## config.mk

```make
export PLATFORM = sky130hd
export DESIGN_NAME = tcb_lsu_top
export DESIGN_NICKNAME = d
export VERILOG_FILES = /design/src/tcb_lsu_pkg.sv /design/src/tcb_lsu_manager.sv /design/src/tcb_register_request.sv /design/src/tcb_memory_sub.sv /design/src/tcb_lsu_top.sv
export SDC_FILE = /design/constraint.sdc
export NUM_CORES = 2
export LEC_CHECK = 0
export BUFFER_PORTS_ARGS = -buffer_cell sky130_fd_sc_hd__buf_4
export CORE_MARGIN = 2
export CORE_UTILIZATION = 50
export CTS_CLUSTER_DIAMETER = 30
export CTS_CLUSTER_SIZE = 10
export DETAILED_ROUTE_END_ITERATION = 8
export PLACE_DENSITY = 0.72
export SLEW_MARGIN = 20
export SYNTH_ARGS = -nofsm -noshare
export SYNTH_HDL_FRONTEND = slang
export SYNTH_SLANG_ARGS = --single-unit
```

## constraint.sdc

```tcl
create_clock -name sub -period 7.45 [get_ports sub]
set_input_delay 1.49 -clock sub [delete_from_list [all_inputs] [get_ports sub]]
set_output_delay 1.49 -clock sub [all_outputs]
set_load 0.01 [all_outputs]
```

## src/tcb_lsu_pkg.sv

```systemverilog
/*
 * load/store path package
 * bus widths, memory size, response delays, lane mask and opcodes
 */
`default_nettype none

package tcb_lsu_pkg;

    //////////////////////////////
    // bus geometry
    //////////////////////////////

    // byte address width
    localparam int unsigned ADR_W = 10;
    // data bus width
    localparam int unsigned DAT_W = 32;
    // number of byte lanes
    localparam int unsigned BYT_W = DAT_W / 8;
    // logarithmic size field, 0/1/2 for 1/2/4 bytes
    localparam int unsigned SIZ_W = 2;
    // address bits selecting a lane inside a word
    localparam int unsigned OFF_W = $clog2(BYT_W);

    //////////////////////////////
    // memory and delays
    //////////////////////////////

    // memory capacity in bytes, addresses at or above are out of range
    localparam int unsigned MEM_BYTES = 256;
    localparam int unsigned MEM_WORDS = MEM_BYTES / BYT_W;
    localparam int unsigned MEM_IDX_W = $clog2(MEM_WORDS);

    // memory answers one cycle after its transfer
    localparam int unsigned MEM_DLY = 1;
    // manager sees one more cycle through the request slice
    localparam int unsigned BUS_DLY = MEM_DLY + 1;

    // load/store opcodes
    typedef enum logic [2:0] {
        OP_LB,
        OP_LBU,
        OP_LH,
        OP_LHU,
        OP_LW,
        OP_SB,
        OP_SH,
        OP_SW
    } op_t;

    // byte lanes touched by an access of 2**siz bytes at lane offset off
    function automatic logic [BYT_W-1:0] lane_msk(
        input logic [OFF_W-1:0] off,
        input logic [SIZ_W-1:0] siz
    );
        logic [BYT_W-1:0] base;
        // lanes from 0 up to the access size
        base = BYT_W'((1 << (1 << siz)) - 1);
        // then moved up to the addressed offset
        return BYT_W'(base << off);
    endfunction

endpackage : tcb_lsu_pkg

`default_nettype wire

```

## src/tcb_lsu_manager.sv

```systemverilog
/*
 * load/store unit, bus manager side
 * turns opcode/address/data commands into sized bus requests
 * and aligns and extends the read data of each response
 */
`default_nettype none

module tcb_lsu_manager (
    input  wire logic                           sub,
    input  wire logic                           rst_n,
    // command port
    input  wire logic                           cmd_vld,
    input  wire tcb_lsu_pkg::op_t               cmd_op,
    input  wire logic [tcb_lsu_pkg::ADR_W-1:0]  cmd_adr,
    input  wire logic [tcb_lsu_pkg::DAT_W-1:0]  cmd_wdt,
    output logic                                cmd_rdy,
    // response port
    output logic                                rsp_vld,
    output logic      [tcb_lsu_pkg::DAT_W-1:0]  rsp_rdt,
    output logic                                rsp_err,
    // bus request
    output logic                                bus_vld,
    output logic                                bus_wen,
    output logic      [tcb_lsu_pkg::ADR_W-1:0]  bus_adr,
    output logic      [tcb_lsu_pkg::SIZ_W-1:0]  bus_siz,
    output logic      [tcb_lsu_pkg::DAT_W-1:0]  bus_wdt,
    // bus response
    input  wire logic                           bus_rdy,
    input  wire logic [tcb_lsu_pkg::DAT_W-1:0]  bus_rdt,
    input  wire logic                           bus_err
);

    import tcb_lsu_pkg::*;

    // transfer on the upstream segment
    logic             trn;

    // record of accepted commands, index is the stage
    logic [BUS_DLY-1:0] rec_vld;
    op_t              rec_op  [BUS_DLY];
    logic [OFF_W-1:0] rec_off [BUS_DLY];

    // read data moved down to lane 0
    logic [DAT_W-1:0] rdt_sft;

    //////////////////////////////
    // request
    //////////////////////////////

    // command handshake is the bus handshake
    assign bus_vld = cmd_vld;
    assign cmd_rdy = bus_rdy;
    assign bus_adr = cmd_adr;
    assign trn     = bus_vld & bus_rdy;

    // opcode decode into write enable and log2 size
    always_comb begin
        case (cmd_op)
            OP_LB, OP_LBU: begin
                bus_wen = 1'b0;
                bus_siz = SIZ_W'(0);
            end
            OP_LH, OP_LHU: begin
                bus_wen = 1'b0;
                bus_siz = SIZ_W'(1);
            end
            OP_SB: begin
                bus_wen = 1'b1;
                bus_siz = SIZ_W'(0);
            end
            OP_SH: begin
                bus_wen = 1'b1;
                bus_siz = SIZ_W'(1);
            end
            OP_SW: begin
                bus_wen = 1'b1;
                bus_siz = SIZ_W'(2);
            end
            default: begin
                // OP_LW
                bus_wen = 1'b0;
                bus_siz = SIZ_W'(2);
            end
        endcase
    end

    // replicate narrow store data so every offset sees it on its lane
    always_comb begin
        case (cmd_op)
            OP_SB:   bus_wdt = {BYT_W{cmd_wdt[7:0]}};
            OP_SH:   bus_wdt = {(BYT_W/2){cmd_wdt[15:0]}};
            default: bus_wdt = cmd_wdt;
        endcase
    end

    //////////////////////////////
    // response
    //////////////////////////////

    // valid bits of the record
    always_ff @(posedge sub or negedge rst_n) begin
        if (!rst_n) begin
            rec_vld <= '0;
        end else begin
            rec_vld <= {rec_vld[BUS_DLY-2:0], trn};
        end
    end

    // opcode and lane offset follow the valid bits
    always_ff @(posedge sub) begin
        rec_op[0]  <= cmd_op;
        rec_off[0] <= cmd_adr[OFF_W-1:0];
        for (int i = 1; i < BUS_DLY; i++) begin
            rec_op[i]  <= rec_op[i-1];
            rec_off[i] <= rec_off[i-1];
        end
    end

    // addressed bytes down to lane 0
    assign rdt_sft = bus_rdt >> {rec_off[BUS_DLY-1], 3'b000};

    // sign or zero extension per opcode
    always_comb begin
        case (rec_op[BUS_DLY-1])
            OP_LB:   rsp_rdt = {{(DAT_W-8){rdt_sft[7]}}, rdt_sft[7:0]};
            OP_LBU:  rsp_rdt = {{(DAT_W-8){1'b0}}, rdt_sft[7:0]};
            OP_LH:   rsp_rdt = {{(DAT_W-16){rdt_sft[15]}}, rdt_sft[15:0]};
            OP_LHU:  rsp_rdt = {{(DAT_W-16){1'b0}}, rdt_sft[15:0]};
            OP_LW:   rsp_rdt = rdt_sft;
            // stores return nothing
            default: rsp_rdt = '0;
        endcase
    end

    assign rsp_vld = rec_vld[BUS_DLY-1];
    assign rsp_err = bus_err;

endmodule : tcb_lsu_manager

`default_nettype wire

```

## src/tcb_register_request.sv

```systemverilog
/*
 * request path register slice
 * registers the request fields, response passes straight through
 */
`default_nettype none

module tcb_register_request (
    input  wire logic                           sub,
    input  wire logic                           rst_n,
    // upstream, manager connects here
    input  wire logic                           up_vld,
    input  wire logic                           up_wen,
    input  wire logic [tcb_lsu_pkg::ADR_W-1:0]  up_adr,
    input  wire logic [tcb_lsu_pkg::SIZ_W-1:0]  up_siz,
    input  wire logic [tcb_lsu_pkg::DAT_W-1:0]  up_wdt,
    output logic                                up_rdy,
    output logic      [tcb_lsu_pkg::DAT_W-1:0]  up_rdt,
    output logic                                up_err,
    // downstream, subordinate connects here
    output logic                                dn_vld,
    output logic                                dn_wen,
    output logic      [tcb_lsu_pkg::ADR_W-1:0]  dn_adr,
    output logic      [tcb_lsu_pkg::SIZ_W-1:0]  dn_siz,
    output logic      [tcb_lsu_pkg::DAT_W-1:0]  dn_wdt,
    input  wire logic                           dn_rdy,
    input  wire logic [tcb_lsu_pkg::DAT_W-1:0]  dn_rdt,
    input  wire logic                           dn_err
);

    import tcb_lsu_pkg::*;

    // upstream transfer
    logic             up_trn;
    // lanes covered by the incoming access
    logic [BYT_W-1:0] up_msk;

    // an empty slice always accepts, no bubble
    assign up_rdy = dn_rdy | ~dn_vld;
    assign up_trn = up_vld & up_rdy;
    assign up_msk = lane_msk(up_adr[OFF_W-1:0], up_siz);

    //////////////////////////////
    // handshake
    //////////////////////////////

    always_ff @(posedge sub or negedge rst_n) begin
        if (!rst_n) begin
            dn_vld <= 1'b0;
        end else if (up_rdy) begin
            dn_vld <= up_vld;
        end
    end

    //////////////////////////////
    // request fields
    //////////////////////////////

    // item is held while downstream stalls
    always_ff @(posedge sub) begin
        if (up_trn) begin
            dn_wen <= up_wen;
            dn_adr <= up_adr;
            dn_siz <= up_siz;
        end
    end

    // write data lanes only toggle when a write uses them
    for (genvar i = 0; i < BYT_W; i++) begin : g_wdt
        always_ff @(posedge sub) begin
            if (up_trn & up_wen & up_msk[i]) begin
                dn_wdt[i*8+:8] <= up_wdt[i*8+:8];
            end
        end
    end

    // response
    assign up_rdt = dn_rdt;
    assign up_err = dn_err;

endmodule : tcb_register_request

`default_nettype wire

```

## src/tcb_memory_sub.sv

```systemverilog
/*
 * byte lane memory subordinate
 * fixed one cycle response, flags misaligned and out of range accesses
 */
`default_nettype none

module tcb_memory_sub (
    input  wire logic                           sub,
    input  wire logic                           rst_n,
    // holds the memory not ready
    input  wire logic                           mem_stall,
    // request
    input  wire logic                           vld,
    input  wire logic                           wen,
    input  wire logic [tcb_lsu_pkg::ADR_W-1:0]  adr,
    input  wire logic [tcb_lsu_pkg::SIZ_W-1:0]  siz,
    input  wire logic [tcb_lsu_pkg::DAT_W-1:0]  wdt,
    // response
    output logic                                rdy,
    output logic      [tcb_lsu_pkg::DAT_W-1:0]  rdt,
    output logic                                err
);

    import tcb_lsu_pkg::*;

    // storage, one word of four lanes per entry
    logic [DAT_W-1:0]     mem [MEM_WORDS];

    logic                 trn;
    logic                 out_rng;
    logic                 mis_aln;
    logic                 bad;
    logic [BYT_W-1:0]     msk;
    logic [DAT_W-1:0]     bit_msk;
    logic [MEM_IDX_W-1:0] idx;

    assign rdy = ~mem_stall;
    assign trn = vld & rdy;

    //////////////////////////////
    // access decode
    //////////////////////////////

    // beyond the last byte
    assign out_rng = adr >= ADR_W'(MEM_BYTES);
    // offset bits below the access size must be zero
    assign mis_aln = |(adr[OFF_W-1:0] & OFF_W'((1 << siz) - 1));
    assign bad     = out_rng | mis_aln;

    assign msk = lane_msk(adr[OFF_W-1:0], siz);
    assign idx = adr[OFF_W+:MEM_IDX_W];

    // expand lane mask to bits
    always_comb begin
        for (int i = 0; i < BYT_W; i++) begin
            bit_msk[i*8+:8] = {8{msk[i]}};
        end
    end

    //////////////////////////////
    // storage
    //////////////////////////////

    // good writes only, addressed lanes only
    always_ff @(posedge sub) begin
        if (trn & wen & ~bad) begin
            for (int i = 0; i < BYT_W; i++) begin
                if (msk[i]) mem[idx][i*8+:8] <= wdt[i*8+:8];
            end
        end
    end

    // read data, zero on errors and writes
    always_ff @(posedge sub) begin
        if (trn) begin
            rdt <= (wen | bad) ? '0 : (mem[idx] & bit_msk);
        end
    end

    // error flag lasts the response cycle only
    always_ff @(posedge sub or negedge rst_n) begin
        if (!rst_n) begin
            err <= 1'b0;
        end else begin
            err <= trn & bad;
        end
    end

endmodule : tcb_memory_sub

`default_nettype wire

```

## src/tcb_lsu_top.sv

```systemverilog
/*
 * load/store path top level
 * manager, request slice and memory subordinate
 */
`default_nettype none

module tcb_lsu_top (
    input  wire logic                           sub,
    input  wire logic                           rst_n,
    // command
    input  wire logic                           cmd_vld,
    input  wire tcb_lsu_pkg::op_t               cmd_op,
    input  wire logic [tcb_lsu_pkg::ADR_W-1:0]  cmd_adr,
    input  wire logic [tcb_lsu_pkg::DAT_W-1:0]  cmd_wdt,
    output logic                                cmd_rdy,
    // response
    output logic                                rsp_vld,
    output logic      [tcb_lsu_pkg::DAT_W-1:0]  rsp_rdt,
    output logic                                rsp_err,
    // memory back-pressure
    input  wire logic                           mem_stall
);

    import tcb_lsu_pkg::*;

    // upstream segment, manager to slice
    logic             up_vld;
    logic             up_wen;
    logic [ADR_W-1:0] up_adr;
    logic [SIZ_W-1:0] up_siz;
    logic [DAT_W-1:0] up_wdt;
    logic             up_rdy;
    logic [DAT_W-1:0] up_rdt;
    logic             up_err;

    // downstream segment, slice to memory
    logic             dn_vld;
    logic             dn_wen;
    logic [ADR_W-1:0] dn_adr;
    logic [SIZ_W-1:0] dn_siz;
    logic [DAT_W-1:0] dn_wdt;
    logic             dn_rdy;
    logic [DAT_W-1:0] dn_rdt;
    logic             dn_err;

    tcb_lsu_manager u_man (
        .sub     (sub),
        .rst_n   (rst_n),
        .cmd_vld (cmd_vld),
        .cmd_op  (cmd_op),
        .cmd_adr (cmd_adr),
        .cmd_wdt (cmd_wdt),
        .cmd_rdy (cmd_rdy),
        .rsp_vld (rsp_vld),
        .rsp_rdt (rsp_rdt),
        .rsp_err (rsp_err),
        .bus_vld (up_vld),
        .bus_wen (up_wen),
        .bus_adr (up_adr),
        .bus_siz (up_siz),
        .bus_wdt (up_wdt),
        .bus_rdy (up_rdy),
        .bus_rdt (up_rdt),
        .bus_err (up_err)
    );

    // cuts the request path
    tcb_register_request u_slc (
        .sub    (sub),
        .rst_n  (rst_n),
        .up_vld (up_vld),
        .up_wen (up_wen),
        .up_adr (up_adr),
        .up_siz (up_siz),
        .up_wdt (up_wdt),
        .up_rdy (up_rdy),
        .up_rdt (up_rdt),
        .up_err (up_err),
        .dn_vld (dn_vld),
        .dn_wen (dn_wen),
        .dn_adr (dn_adr),
        .dn_siz (dn_siz),
        .dn_wdt (dn_wdt),
        .dn_rdy (dn_rdy),
        .dn_rdt (dn_rdt),
        .dn_err (dn_err)
    );

    tcb_memory_sub u_mem (
        .sub       (sub),
        .rst_n     (rst_n),
        .mem_stall (mem_stall),
        .vld       (dn_vld),
        .wen       (dn_wen),
        .adr       (dn_adr),
        .siz       (dn_siz),
        .wdt       (dn_wdt),
        .rdy       (dn_rdy),
        .rdt       (dn_rdt),
        .err       (dn_err)
    );

endmodule : tcb_lsu_top

`default_nettype wire

```

==> out/metrics.cfg <==
[outcome]
status=finished, violations left
violations=antenna rules

[timing]
period_needed_ns=5.17
clock_skew_ns=0.0740
maxSlewViolCount=0
slew_headroom=0.177
tightest_slew_ns=1.23
hold_viol=0
fmax_mhz=193
rsz0062_at_grt=no
fin_ws_ns=2.28
whs_ns=0.324
setup_tns_ns=0
setup_violations=0
fin_crit_sh=0.694

[cells_and_area]
n_fill_cell=11200
drive_gt1_frac=0.293
multi_input_area_um2=18600
fin_area_um2=99000
nNetsFinal=4332
regArea_um2=64200
fin_cells=6798
area_growth_pct=17.5
utilization=0.592

[logic_synthesis]
yosysTopAreaCell=edfxtp_1
yosysTopAreaCellShare=0.757
async_flop_share=0.00186
synth_area_um2=84300
syn_area_per_cell_um2=21.1
synth_flop_cell=edfxtp_1
synth_cell_types=63
synthTopCellsByArea=edfxtp_1 76%, mux4_2 14%, mux2i_1 1.7%, nor2_1 1.3%, nand2_1 0.71%
ys_seq_elements=2145
syn_inst=3985
ys_warn_count=0
synth_edf_count=2125
synth_seq_area_share=0.762
synth_fp_nets=4034

[floorplan]
chipWidth_um=415
initial_core_util=0.504
design.die.area_um2=172000
die_h_um=415
coreArea_um2=167000
ioPinCount=84
row_count=150

[drt]
vias=45100
vias_per_cell=6.63
drt-pass1-iter-count=6
drc=0
wl_um=248000
post_drt_wl_per_cell_um=36.5
drt.antenna.violating_nets=1
drt_iter0_drc=7330

[place]
port_buffers=83
dp_hpwl_um=141000
place_area_um2=86900
pre_cts_slack_ns=2.52
gp_congestion=0.949
dp_cells=6113

[power]
combPwrFrac=0.053
switchingPower_mw=6.83
seqPwrFrac=0.424
p_leak_nw=31.5
ir_worst_vdd_mv=0.229
power_mw=31.2
p_int_mw=24.4
netSwitchingFraction=0.219
powerDensity_nw_per_um2=315
p_clk_frac=0.522

[worst_setup_path]
start_kind=flop
crit_top_cell=o21ai_0
worstPathArrival_ns=3.68
cp_max_fo=26
cp_slowest_cell=dfxtp_1
worstSetupEndpointType=output pin
path_cells=mux2_2 > o21ai_1 > o21ai_0 > nand2_1 > o21ai_0 > buf_4
cp.required_ns=5.96
path_class=reg2out
cp_slowest_stage_delay_ns=1.00

[clocking]
cts_hold_buf=0
cts_buffers=372
cts_resized=0
root_buffer=clkbuf_16
clock_latency_ns=0.93
post-cts-setup-buffer-count=0
clk_path_buf_depth=4
cts_sinks=2145
htreeDepth=5
clkSlewWorstSetupHoldPaths_ns=0.06
cts_tree=yes

[global_route]
grt_pass1_wl_um=346000
grt_pass1_vias=44200
antenna_found_initial=26
grt_usage=0.288
grt_max_degree=133
grt-ovfl-total=0

[job]
maxCapViolCount=0

[min_path]
hold_class=reg2reg

-- cell usage in the layout, fill, tap and decap left out, types with 36 or more instances in the layout --
cell,instances
clkinvlp_4,47
a211oi_1,37
bufinv_16,36
o22ai_1,36
mux2_2,48
edfxtp_1,2125
mux2i_1,144
a21oi_1,57
buf_4,145
clkbuf_16,380
diode_2,37
clkbuf_1,36
mux4_2,542
clkinv_2,47
nand2_1,155
nor2_1,297
clkinv_1,46
-- power by group through the flow --
stage | logic, mW | clock network [mW] | registers (mW)
2_1_floorplan | 1.10 | 0 | 13.5
3_3_place_gp | 1.60 | 0 | 13.5
3_5_place_dp | 1.61 | 0 | 13.5
4_1_cts | 1.63 | 16.4 | 13.3
5_1_grt | 1.71 | 16.9 | 13.3
6_report | 1.66 | 16.3 | 13.3
-- flip-flops by register name, summed over array words and instances, names as in the netlist, named ones only --
register       cells
u_man.rec_op       6
u_slc.dn_wen       1
u_slc.dn_adr      10
u_mem.rdt         32
u_man.rec_vld      2
u_man.rec_off      4
u_mem.mem       2048
u_slc.dn_vld       1
u_mem.err          1
u_slc.dn_siz       2
u_slc.dn_wdt      32
-- area by class of cell --
| type | instances | share of cell area |
|---|---|---|
| repair buffers | 156 | 0.0132 |
| multi-input cells | 1594 | 0.187 |
| clock buffers | 416 | 0.0974 |
| diodes | 37 | 0.000935 |
| inverters | 14 | 0.000556 |
| clock inverters | 232 | 0.0239 |
| flip-flops and latches | 2145 | 0.649 |
| well taps | 2204 | 0.0278 |
-- layer usage --
layer	track usage	wire length (µm)	share of wire
met5	0.00278	235	0.00095
met4	0.188	18000	0.072
met3	0.0893	30900	0.12
met2	0.427	113000	0.46
met1	0.369	85900	0.35
-- cell usage after synthesis (5+ instances only) --
cell / n
a22oi_1: 28
and2_1: 11
edfxtp_1: 2125
o221ai_1: 7
o21ai_0: 34
a22o_1: 7
mux4_2: 542
mux2i_1: 144
a31oi_1: 12
o2111ai_1: 5
nor2_1: 302
a21oi_1: 57
nand2_1: 159
buf_2: 50
nand4_1: 6
inv_1: 11
and3_1: 6
nor2b_1: 31
o22ai_1: 36
dfxtp_1: 16
nand2b_1: 6
buf_6: 49
o31ai_1: 8
o21ai_1: 9
nor3_1: 18
nor3b_1: 9
buf_1: 10
mux2_2: 48
a221oi_1: 6
nand3_1: 22
buf_4: 41
a211oi_1: 37
clkbuf_1: 80
-- worst paths after layout --
| check | startpoint | end | slack, ns | depth (start not counted) |
|---|---|---|---|---|
| worst max-delay path | u_man.rec_off[0][3] | rsp_rdt[16] | 2.28 | 6 |
| worst min-delay path | u_man.rec_off[0][0] | u_man.rec_off[0][2] | 0.32 | 0 |
| worst max register to register | flop | u_mem.rdt[5] | 3.31 | 6 |
| worst min register to register | u_man.rec_off[0][0] | u_man.rec_off[0][2] | 0.32 | 0 |
| max in group asynchronous | rst_n | u_slc.dn_vld | 6.96 | 1 |
| min in group asynchronous | rst_n | u_man.rec_vld[1] | 0.38 | 1 |
-- worst max-delay path, delay by kind of cell (launching register included) --
family / cells / cell delay (ns)
flip-flops: 1 / 1.00
buffers and inverters: 1 / 0.18
AND/OR/NAND/NOR: 1 / 0.35
multiplexers: 1 / 0.42
AO/OA/AOI/OAI: 3 / 0.83
-- logic make-up after synthesis --
group / share of synthesized area
mux: 0.168
compound gates: 0.0219
xor+xnor: 0.000104
buf+inv: 0.0182
flops: 0.762
simple gates: 0.0293
No activity file was read; power rests on OpenSTA's default activity.
